==> src/common/extBusPkg.sv <==
package extBusPkg;

    // Word layout of the external bus, tag above data
    localparam int DATA_WIDTH = 64;
    localparam int TAG_WIDTH  = 8;

    typedef struct packed {
        logic [TAG_WIDTH-1:0]  tag;  // Bits 71:64
        logic [DATA_WIDTH-1:0] data; // Bits 63:0
    } busWord_t;

    // Processor commands
    // Encodings 5..7 are reserved and flagged as illegal by the decoder
    typedef enum logic [2:0] {
        OP_NOP      = 3'd0, // No port activity
        OP_WRITE    = 3'd1, // Full word write on port A
        OP_READ     = 3'd2, // Data read on port B, tag returned as zero
        OP_READ_TAG = 3'd3, // Data and tag read on port B
        OP_PEEK     = 3'd4  // Full word read on port C
    } busOp_t;

    // Source of a processor response
    localparam logic RESP_PORT_B = 1'b0;
    localparam logic RESP_PORT_C = 1'b1;

endpackage

==> src/common/portCtrlIf.sv <==
interface portCtrlIf #(
    parameter int ADDR_WIDTH = 2
);

    // Port A, processor write side
    logic                  enA;
    logic                  wrA;
    logic [ADDR_WIDTH-1:0] addrA;
    extBusPkg::busWord_t   dataA;

    // Port B, data read with separate tag enable
    logic                  enB;
    logic                  wrB;
    logic                  tagEnB;
    logic [ADDR_WIDTH-1:0] addrB;

    // Port C, full word read
    logic                  enC;
    logic                  wrC;
    logic [ADDR_WIDTH-1:0] addrC;

    // Port X, memory side
    logic                  enX;
    logic                  wrX;
    logic [ADDR_WIDTH-1:0] addrX;
    extBusPkg::busWord_t   dataX;

    // Returned read data, one cycle after the strobes
    extBusPkg::busWord_t   rdDataB;
    extBusPkg::busWord_t   rdDataC;
    extBusPkg::busWord_t   rdDataX;
    logic                  rdValidB;
    logic                  rdValidC;
    logic                  rdValidX;
    logic                  rdTagEnB;  // Tag enable aligned with rdDataB

    modport decodeMp (
        output enA, wrA, addrA, dataA,
        output enB, wrB, tagEnB, addrB,
        output enC, wrC, addrC,
        output enX, wrX, addrX, dataX
    );

    modport regsMp (
        input  enA, wrA, addrA, dataA,
        input  enB, wrB, tagEnB, addrB,
        input  enC, wrC, addrC,
        input  enX, wrX, addrX, dataX,
        output rdDataB, rdDataC, rdDataX,
        output rdValidB, rdValidC, rdValidX, rdTagEnB
    );

    modport resultMp (
        input  rdDataB, rdDataC, rdDataX,
        input  rdValidB, rdValidC, rdValidX, rdTagEnB
    );

endinterface

==> src/design/extBusTop.sv <==
module extBusTop #(
    parameter int ADDR_WIDTH = 2
) (
    input  logic                                clk,
    input  logic                                rstN,

    // Processor command
    input  logic                                cmdValid,
    input  extBusPkg::busOp_t                   cmdOp,
    input  logic [ADDR_WIDTH-1:0]               cmdAddr,
    input  extBusPkg::busWord_t                 cmdData,
    output logic                                cmdIllegal,

    // Processor response
    output logic                                respValid,
    output logic                                respSrc,
    output logic [extBusPkg::DATA_WIDTH-1:0]    respData,
    output logic [extBusPkg::TAG_WIDTH-1:0]     respTag,

    // Memory side access
    input  logic                                memValid,
    input  logic                                memWrite,
    input  logic [ADDR_WIDTH-1:0]               memAddr,
    input  extBusPkg::busWord_t                 memData,
    output logic                                memRdValid,
    output extBusPkg::busWord_t                 memRdData
);

    portCtrlIf #(.ADDR_WIDTH(ADDR_WIDTH)) ctrlBus ();  // Decode to register file
    portCtrlIf #(.ADDR_WIDTH(ADDR_WIDTH)) readBus ();  // Register file to result

    busDecode #(
        .ADDR_WIDTH (ADDR_WIDTH)
    ) busDecode_inst (
        .clk        (clk),
        .rstN       (rstN),
        .cmdValid   (cmdValid),
        .cmdOp      (cmdOp),
        .cmdAddr    (cmdAddr),
        .cmdData    (cmdData),
        .memValid   (memValid),
        .memWrite   (memWrite),
        .memAddr    (memAddr),
        .memData    (memData),
        .cmdIllegal (cmdIllegal),
        .ctrl       (ctrlBus.decodeMp)
    );

    extBusRegs #(
        .ADDR_WIDTH (ADDR_WIDTH)
    ) extBusRegs_inst (
        .clk        (clk),
        .rstN       (rstN),
        .ctrl       (ctrlBus.regsMp),
        .rd         (readBus.regsMp)
    );

    busResult #(
        .ADDR_WIDTH (ADDR_WIDTH)
    ) busResult_inst (
        .clk        (clk),
        .rstN       (rstN),
        .rd         (readBus.resultMp),
        .respValid  (respValid),
        .respSrc    (respSrc),
        .respData   (respData),
        .respTag    (respTag),
        .memRdValid (memRdValid),
        .memRdData  (memRdData)
    );

endmodule

==> src/extBus/busDecode.sv <==
module busDecode #(
    parameter int ADDR_WIDTH = 2
) (
    input  logic                  clk,
    input  logic                  rstN,
    input  logic                  cmdValid,
    input  extBusPkg::busOp_t     cmdOp,
    input  logic [ADDR_WIDTH-1:0] cmdAddr,
    input  extBusPkg::busWord_t   cmdData,
    input  logic                  memValid,
    input  logic                  memWrite,
    input  logic [ADDR_WIDTH-1:0] memAddr,
    input  extBusPkg::busWord_t   memData,
    output logic                  cmdIllegal,
    portCtrlIf.decodeMp           ctrl
);

    logic nextEnA;
    logic nextEnB;
    logic nextTagEnB;
    logic nextEnC;
    logic nextIllegal;

    // Each legal opcode selects exactly one processor port
    always_comb begin
        nextEnA     = 1'b0;
        nextEnB     = 1'b0;
        nextTagEnB  = 1'b0;
        nextEnC     = 1'b0;
        nextIllegal = 1'b0;
        if (cmdValid) begin
            case (cmdOp)
                extBusPkg::OP_NOP: begin
                end
                extBusPkg::OP_WRITE:    nextEnA = 1'b1;
                extBusPkg::OP_READ:     nextEnB = 1'b1;  // Tag chips stay disabled
                extBusPkg::OP_READ_TAG: begin
                    nextEnB    = 1'b1;
                    nextTagEnB = 1'b1;
                end
                extBusPkg::OP_PEEK:     nextEnC = 1'b1;
                default:                nextIllegal = 1'b1; // Reserved 5..7
            endcase
        end
    end

    // B and C are read-only ports here
    assign ctrl.wrB = 1'b0;
    assign ctrl.wrC = 1'b0;

    always_ff @(posedge clk) begin
        if (!rstN) begin
            ctrl.enA    <= 1'b0;
            ctrl.wrA    <= 1'b0;
            ctrl.enB    <= 1'b0;
            ctrl.tagEnB <= 1'b0;
            ctrl.enC    <= 1'b0;
            ctrl.enX    <= 1'b0;
            ctrl.wrX    <= 1'b0;
            cmdIllegal  <= 1'b0;
        end else begin
            ctrl.enA    <= nextEnA;
            ctrl.wrA    <= nextEnA;                // A only ever writes
            ctrl.enB    <= nextEnB;
            ctrl.tagEnB <= nextTagEnB;
            ctrl.enC    <= nextEnC;
            ctrl.enX    <= memValid;
            ctrl.wrX    <= memValid && memWrite;   // Store, else load
            cmdIllegal  <= nextIllegal;
        end
    end

    // Addresses and write data, held while idle
    always_ff @(posedge clk) begin
        if (cmdValid) begin
            ctrl.addrA <= cmdAddr;
            ctrl.addrB <= cmdAddr;
            ctrl.addrC <= cmdAddr;
            ctrl.dataA <= cmdData;
        end
        if (memValid) begin
            ctrl.addrX <= memAddr;
            ctrl.dataX <= memData;
        end
    end

    // Register file relies on a single processor port per cycle
    aOneProcPort: assert property (@(posedge clk) disable iff (!rstN)
        $onehot0({ctrl.enA, ctrl.enB, ctrl.enC}))
        else $error("busDecode: more than one processor port enabled");

endmodule

==> src/extBus/busResult.sv <==
module busResult #(
    parameter int ADDR_WIDTH = 2
) (
    input  logic                                clk,
    input  logic                                rstN,
    portCtrlIf.resultMp                         rd,
    output logic                                respValid,
    output logic                                respSrc,
    output logic [extBusPkg::DATA_WIDTH-1:0]    respData,
    output logic [extBusPkg::TAG_WIDTH-1:0]     respTag,
    output logic                                memRdValid,
    output extBusPkg::busWord_t                 memRdData
);

    // Address width only matters upstream, but it must be usable there
    if (ADDR_WIDTH < 1) begin : gBadAddrWidth
        $error("busResult: ADDR_WIDTH must be at least 1");
    end

    always_ff @(posedge clk) begin
        if (!rstN) begin
            respValid  <= 1'b0;
            memRdValid <= 1'b0;
        end else begin
            respValid  <= rd.rdValidB || rd.rdValidC;
            memRdValid <= rd.rdValidX;
        end
    end

    // Processor response, C and B never overlap
    always_ff @(posedge clk) begin
        if (rd.rdValidC) begin
            respSrc  <= extBusPkg::RESP_PORT_C;
            respData <= rd.rdDataC.data;
            respTag  <= rd.rdDataC.tag;
        end else if (rd.rdValidB) begin
            respSrc  <= extBusPkg::RESP_PORT_B;
            respData <= rd.rdDataB.data;
            respTag  <= rd.rdTagEnB ? rd.rdDataB.tag : '0;  // Untagged view
        end
    end

    // Memory load path, independent of the processor side
    always_ff @(posedge clk) begin
        if (rd.rdValidX) begin
            memRdData <= rd.rdDataX;
        end
    end

    aOneSource: assert property (@(posedge clk) disable iff (!rstN)
        !(rd.rdValidB && rd.rdValidC))
        else $error("busResult: B and C read data valid together");

endmodule

==> src/extBus/extBusRegs.sv <==
module extBusRegs #(
    parameter int ADDR_WIDTH = 2
) (
    input  logic      clk,
    input  logic      rstN,
    portCtrlIf.regsMp ctrl,
    portCtrlIf.regsMp rd
);

    localparam int DEPTH = 2 ** ADDR_WIDTH;

    extBusPkg::busWord_t mem [DEPTH];

    logic rdB;
    logic rdC;
    logic rdX;

    // A port never reads, the others read when not writing
    assign rdB = ctrl.enB && !ctrl.wrB;
    assign rdC = ctrl.enC && !ctrl.wrC;
    assign rdX = ctrl.enX && !ctrl.wrX;

    // Word array, cleared so unwritten words read back as zero
    always_ff @(posedge clk) begin
        if (!rstN) begin
            for (int i = 0; i < DEPTH; i++) begin
                mem[i] <= '0;
            end
        end else begin
            if (ctrl.enA && ctrl.wrA) begin
                mem[ctrl.addrA] <= ctrl.dataA;
            end
            // Issued after A, so X wins on an address clash
            if (ctrl.enX && ctrl.wrX) begin
                mem[ctrl.addrX] <= ctrl.dataX;
            end
        end
    end

    always_ff @(posedge clk) begin
        if (!rstN) begin
            rd.rdValidB <= 1'b0;
            rd.rdValidC <= 1'b0;
            rd.rdValidX <= 1'b0;
            rd.rdTagEnB <= 1'b0;
        end else begin
            rd.rdValidB <= rdB;
            rd.rdValidC <= rdC;
            rd.rdValidX <= rdX;
            rd.rdTagEnB <= rdB && ctrl.tagEnB;
        end
    end

    // Reads sample the array before this edge's writes land
    always_ff @(posedge clk) begin
        if (rdB) begin
            rd.rdDataB.data <= mem[ctrl.addrB].data;
            // Tag slices only drive when their own enable is set
            rd.rdDataB.tag  <= ctrl.tagEnB ? mem[ctrl.addrB].tag : '0;
        end
        if (rdC) begin
            rd.rdDataC <= mem[ctrl.addrC];  // Full word, tag included
        end
        if (rdX) begin
            rd.rdDataX <= mem[ctrl.addrX];
        end
    end

    aTagNeedsB: assert property (@(posedge clk) disable iff (!rstN)
        ctrl.tagEnB |-> ctrl.enB)
        else $error("extBusRegs: B tag enable without B enable");

    aBReadOnly: assert property (@(posedge clk) disable iff (!rstN)
        !(ctrl.enB && ctrl.wrB))
        else $error("extBusRegs: write strobe on port B");

endmodule

==> config.mk <==
export PLATFORM = sky130hd
export DESIGN_NAME = extBusTop
export DESIGN_NICKNAME = d
export VERILOG_FILES = /design/src/common/extBusPkg.sv /design/src/common/portCtrlIf.sv /design/src/design/extBusTop.sv /design/src/extBus/busDecode.sv /design/src/extBus/busResult.sv /design/src/extBus/extBusRegs.sv
export SDC_FILE = /design/constraint.sdc
export NUM_CORES = 1
export LEC_CHECK = 0
export ABC_CLOCK_PERIOD_IN_PS = 11100
export BUFFER_PORTS_ARGS = -buffer_cell sky130_fd_sc_hd__buf_2
export CAP_MARGIN = 25
export CORE_MARGIN = 2
export CORE_UTILIZATION = 30
export CTS_BUF_LIST = sky130_fd_sc_hd__clkbuf_8 sky130_fd_sc_hd__clkbuf_16
export DETAILED_ROUTE_END_ITERATION = 8
export GPL_TIMING_DRIVEN = 1
export PLACE_DENSITY_LB_ADDON = 0.08
export SLEW_MARGIN = 5
export SYNTH_ARGS = -nofsm -noshare
export SYNTH_HDL_FRONTEND = slang
export SYNTH_SLANG_ARGS = --single-unit
==> constraint.sdc <==
create_clock -name clk -period 11.1 [get_ports clk]
set_input_delay 2.22 -clock clk [delete_from_list [all_inputs] [get_ports clk]]
set_output_delay 2.22 -clock clk [all_outputs]
set_load 0.02 [all_outputs]
==> reports/qor.yml, run 1 <==
status:
  status: "completed"
hold_path:
  hold_class: "flop to flop"
  hold_depth: 0
drt:
  wire_per_inst_um: 26.5
  drt_wl_total_mm: 98.8
  vias: 17760
  highest-signal-layer: "met4"
  first_pass_iters: 5
  wl_met1_mm: 42.4
  wl_met2_mm: 48.2
  ant_nets: 0
  drt-vias-per-instance: 4.76
  drc_errors: 0
  wl_met3_mm: 5.75
  dr.first_iter.drc_count: 1128
floorplanning:
  fp.dieH_um: 339
  fp.dieW_um: 339
  num_rows: 122
  initial_core_util_pct: 30.3
  io_pins: 304
  dieArea_um2: 115000
  core-area_um2: 111000
worst_setup_path:
  worst-setup-path-type: "input pin to flop"
  start_kind: "input pin"
  crit_path_max_fanout: 50
  required_ns: 11.47
  r2r_cells: 6
  arrival_ns: 5.52
  crit_path_end_kind: "flop"
grt:
  grt_max_degree: 79
  grt_usage_pct: 17.0
  antenna_found_initial: 4
  grt_pass1_wl_mm: 141
  grt_pass1_vias: 19307
  grt_overflow: 0
power:
  seq_power_share_pct: 51.2
  p_switching_uw: 1620
  ir_drop_mv: 0.103
  p_leak_uw: 0.0135
  comb_power_share_pct: 5.5
  p_int_uw: 5420
  powerDensity_nw_per_um2: 177
  swShare_pct: 23.1
  power.total_uw: 7040
  power_frac_clock_pct: 43.3
final_layout:
  regArea_um2: 24200
  drive_gt1_share_pct: 31.5
  multi_input_area_um2: 8460
  mostFrequentLayoutCell: "edfxtp_1"
  stdcell_area_um2: 39800
  fill_cells: 10566
  fin_nets: 2317
  final_cell_mix: "edfxtp_1, buf_2, mux2i_1"
  synthToLayoutAreaGrowth_pct: 18.0
timing:
  fmax_mhz: 194
  max_slew_margin_pct: 28.9
  maxSlewViolCount: 0
  layout_min_cycle_time_ns: 5.15
  rsz0062_at_grt: "false"
  hold_viol: 0
  tightest_slew_ns: 1.07
  finalSetupViolations: 0
  fin_skew_ns: 0.0282
  min_period_over_period_pct: 46.4
  setup_tns_ns: 0
clock_network:
  root_buffer: "clkbuf_16"
  post_cts_resized: 0
  clk_pin_slew_ns: 0.06
  cts_num_sinks: 812
  post-cts-setup-buffer-count: 0
  cts_hold_buffers: 0
  cts_buffer_depth: 3
  cts_tree: "done"
  cts_buffers: 94
  htreeDepth: 3
  worst_skew_pair.late_latency_ns: 0.68
synthesis:
  synth_area_um2: 33700
  synth.distinct_cells: 33
  syn_inst: 1839
  yosys_warnings: 0
  seq_area_frac_synth_pct: 71.9
  synth-seq-cells: 812
  synth_nets: 1995
  synth_area_per_cell_um2: 18.3
placed_design:
  dp.final_hpwl_mm: 58.9
  portBuffers: 303
  place.gp.congestion: 0.727
  place_area_um2: 36700
run:
  maxCapViolations: 0
==> cells in the mapped netlist, drive strengths merged <==
cell | count | share of area (%)
mux2 | 66 | 2.2
nand2b | 1 | 0.026
a22o | 7 | 0.18
a21o | 1 | 0.022
or3b | 3 | 0.078
mux2i | 288 | 8.6
o21ai | 1 | 0.015
nand2 | 221 | 2.5
and3b | 1 | 0.026
and2 | 15 | 0.28
dfxtp | 16 | 0.95
inv | 73 | 0.81
nand3 | 75 | 1.1
nor3 | 3 | 0.059
and3 | 3 | 0.056
and4b | 2 | 0.059
clkbuf | 15 | 0.17
and4bb | 1 | 0.037
buf | 98 | 2.2
mux4 | 144 | 9.6
or2 | 1 | 0.019
o211ai | 1 | 0.022
edfxtp | 796 | 71
nor2 | 5 | 0.10
nor2b | 2 | 0.037
==> worst max-delay path: stages <==
cell and delay [ns]:
buf_4 0.54, buf_4 0.72, nand2_2 0.21, nor2_4 0.12, buf_4 0.65, buf_4 0.79
mux2i_1 0.18
==> metrics by stage <==
step / hold slack, ns / std cells / worst slack, ns / util (%)
after floorplan: 0.400 / 1839 / 4.65 / -
after global placement: 0.405 / 3548 / 5.11 / 33.0
after detailed placement: 0.405 / 3552 / 5.24 / 33.1
after CTS: 0.412 / 3726 / 5.97 / 35.8
after global routing: 0.423 / 3727 / 5.87 / 35.8
final: 0.410 / 3728 / 5.95 / 35.8
==> final timing paths <==
| path | from | endpoint | slack, ns |
|---|---|---|---|
| worst max-delay path | rstN | extBusRegs_inst.mem[3][46] | 5.95 |
| worst min-delay path | extBusRegs_inst.rd.rdDataX[5] | busResult_inst.memRdData[5] | 0.41 |
| worst max register to register | busDecode_inst.ctrl.addrX[0] | extBusRegs_inst.mem[1][35] | 7.15 |
| worst min register to register | extBusRegs_inst.rd.rdDataX[5] | busResult_inst.memRdData[5] | 0.41 |
==> layer usage <==
layer | track usage (%) | vias to the layer above
li1 | - | 7804
met1 | 22.2 | 9317
met2 | 28.5 | 523
met3 | 3.70 | 116
met4 | 5.13 | 0
met5 | 0 | -
==> logic make-up after synthesis <==
logic type      synth area share [%]
buf+inv                         3.15
compound gates                 0.241
flops                           71.9
simple gates                    4.37
mux                             20.4
==> final cells by class <==
type | count | area share, %
clock buffer | 98 | 6.05
inverter | 73 | 0.689
multi-input combinational | 841 | 21.3
antenna | 1 | 0.00629
tap | 1488 | 4.68
clock inverter | 76 | 1.54
sequential | 812 | 61.0
timing repair buffer | 339 | 4.80
==> state kept, by name (all words and copies together) (netlist names), 2 cells and up, named ones only <==
signal and cells:
extBusRegs_inst.rd.rdDataX 72, extBusRegs_inst.mem 288, busDecode_inst.ctrl.addrA 2, extBusRegs_inst.rd.rdDataB 72, busDecode_inst.ctrl.dataX 72, extBusRegs_inst.rd.rdDataC 72, busResult_inst.respTag 8, busDecode_inst.ctrl.dataA 72
busResult_inst.memRdData 72, busDecode_inst.ctrl.addrX 2, busResult_inst.respData 64
==> power groups by stage <==
stage          clock [uW]  combinational [uW]  sequential, uW
6_report             3050                 385            3610
2_1_floorplan           0                 215            3640
3_5_place_dp            0                 397            3670
4_1_cts              3140                 399            3610
5_1_grt              3260                 415            3620
3_3_place_gp            0                 393            3670
Note: power is estimated with default switching activity, not from simulation.
==> run 2, diff against run 1 <==
Settings changed: ABC_CLOCK_PERIOD_IN_PS 11100 to 4350.
Clock period 11.1 ns to 4.35 ns, I/O delays scaled along.
==> run 2 against run 1 <==
Compared with the run above:
- combinational power grew 150%
- cell area grew 0.14%
- clock power grew to 2.5 times the previous value
- via count shrank 0.54%
- highest routed layer unchanged
- largest cell class unchanged
- wire length grew 0.41%
- die area is the same
- non-clock buffer count grew 8
- setup slack lost 4.5 ns
- critical path type is now flop to flop
- first-iteration DRC count grew 8.0%
- sequential power grew to 2.6 times the previous value
- critical path depth shrank 4
==> reports/qor.yml, run 2 (synthesis gave the netlist of run 1 again) <==
timing:
  fin_skew_ns: 0.0268  # was 0.0282 ns
  tightest_slew_ns: 1.07  # about the same
  finalSetupViolations: 0  # unchanged
  max_slew_margin_pct: 29.0  # was 28.9%
  min_period_over_period_pct: 67.3
  maxSlewViolCount: 0  # unchanged
  fmax_mhz: 342
  rsz0062_at_grt: "false"  # unchanged
  layout_min_cycle_time_ns: 2.93
  hold_viol: 0  # unchanged
floorplanning:
  fp.dieH_um: 339  # unchanged
  io_pins: 304  # unchanged
  core-area_um2: 111000  # unchanged
  fp.dieW_um: 339  # unchanged
  num_rows: 122  # unchanged
  initial_core_util_pct: 30.3  # unchanged
  dieArea_um2: 115000  # unchanged
worst_setup_path:
  crit_start: "busDecode_inst.ctrl.enA"  # was rstN
  required_ns: 4.65  # was 11.47 ns
  crit_path_max_fanout: 49  # was 50
  arrival_ns: 3.23  # was 5.52 ns
  r2r_start: "busDecode_inst.ctrl.enA"  # was busDecode_inst.ctrl.addrX[0]
  cp_slowest_cell: "dfxtp_4"  # was buf_4
  crit_chain: "and4b_4 > or3b_4 > buf_12"  # was buf_4 > buf_4 > nand2_2 > nor2_4 > buf_4 > buf_4 > mux2i_1
  worst-setup-path-type: "flop to flop"  # was input pin to flop
  crit_path_end_kind: "flop"  # unchanged
  r2r_cells: 3  # was 6
  crit_path_max_incr_delay_ns: 0.79  # about the same
  start_kind: "flop"  # was input pin
clock_network:
  clk_pin_slew_ns: 0.06  # about the same
  cts_hold_buffers: 0  # unchanged
  htreeDepth: 3  # unchanged
  cts_buffers: 95  # was 94
  worst_skew_pair.late_latency_ns: 0.67  # was 0.68 ns
  cts_num_sinks: 812  # unchanged
  cts_buffer_depth: 3  # unchanged
  post_cts_resized: 0  # unchanged
  root_buffer: "clkbuf_16"  # unchanged
  cts_tree: "done"  # unchanged
  post-cts-setup-buffer-count: 0  # unchanged
drt:
  vias: 17664  # was 17760
  ant_nets: 0  # unchanged
  first_pass_iters: 5  # unchanged
  drt_wl_total_mm: 99.2  # was 98.8 mm
  drt-vias-per-instance: 4.73  # was 4.76
  wire_per_inst_um: 26.5  # about the same
  dr.first_iter.drc_count: 1218  # was 1128
  drc_errors: 0  # unchanged
final_layout:
  synthToLayoutAreaGrowth_pct: 18.2  # was 18.0%
  final_cell_mix: "edfxtp_1, buf_2, mux2i_1"  # unchanged
  fill_cells: 10547  # was 10566
  largest-register: "extBusRegs_inst.mem"  # unchanged
  mostFrequentLayoutCell: "edfxtp_1"  # unchanged
  regArea_um2: 24200  # unchanged
  fin_nets: 2326  # was 2317
  drive_gt1_share_pct: 31.7  # was 31.5%
  multi_input_area_um2: 8470  # was 8460 um^2
  diodes: 0  # was 1
  post-route-util_pct: 35.8  # about the same
  largest_reg_flops: 288  # unchanged
  stdcell_area_um2: 39800  # about the same
grt:
  grt_pass1_wl_mm: 142  # was 141 mm
  grt_overflow: 0  # unchanged
  grt_max_degree: 73  # was 79
  grt_pass1_vias: 19196  # was 19307
  antenna_found_initial: 1  # was 4
  grt_usage_pct: 17.2  # was 17.0%
run:
  maxCapViolations: 0  # unchanged
placed_design:
  dp.final_hpwl_mm: 58.2  # was 58.9 mm
  place.gp.congestion: 0.727  # about the same
  portBuffers: 303  # unchanged
  place_area_um2: 36800  # was 36700 um^2
power:
  powerDensity_nw_per_um2: 448  # was 177 nW/um^2
  p_leak_uw: 0.0135  # about the same
  ir_drop_mv: 0.296  # was 0.103 mV
hold_path:
  hold_class: "input pin to flop"  # was flop to flop
  hold_path.startpoint: "cmdData[4]"  # was extBusRegs_inst.rd.rdDataX[5]
  hold_depth: 1  # was 0
status:
  status: "completed"  # unchanged
==> run 2: worst paths after layout <==
path,end,slack [ns]
worst max register to register,extBusRegs_inst.mem[1][13],1.42
worst min register to register,busResult_inst.memRdData[20],0.41
worst max-delay path,extBusRegs_inst.mem[1][13],1.42
worst min-delay path,busDecode_inst.ctrl.dataA[4],0.38
==> run 2: per-layer routing <==
layer / track usage [%] / part of all wire [%] / vias to the layer above
li1: - / - / 7826
met1: 22.4 / 43 / 9249
met2: 29.7 / 50 / 449
met3: 2.82 / 4.1 / 140
met4: 4.60 / 2.3 / 0
met5: 0 / 0 / -
==> run 2: worst max-delay path: cells and delay by family (launching register included) <==
family	cells	cell delay, ns
flip-flops	1	0.79
AND/OR/NAND/NOR	2	1.26
buffers and inverters	1	0.41
==> run 2: layout make-up <==
type | instances | area share, %
clock buffer | 100 | 6.25
multi-input combinational | 841 | 21.3
tap | 1488 | 4.67
clock inverter | 77 | 1.27
inverter | 73 | 0.688
timing repair buffer | 347 | 4.99
sequential | 812 | 60.9
==> run 2: metrics by stage <==
stage	hold slack (ns)	std cells	power [uW]	setup WS [ns]	TNS [ns]
after CTS	0.318	3737	18200	1.33	0
after floorplan	0.400	1839	9830	-0.657	-47.28
after global routing	0.333	3738	18500	1.29	0
after detailed placement	0.405	3560	10400	1.12	0
after global placement	0.410	3560	10300	1.14	0
final	0.380	3738	17900	1.42	0
==> run 2: power breakdown <==
part	switching [uW]	internal, uW
combinational	561	387
clock	3230	4470
sequential	253	8960
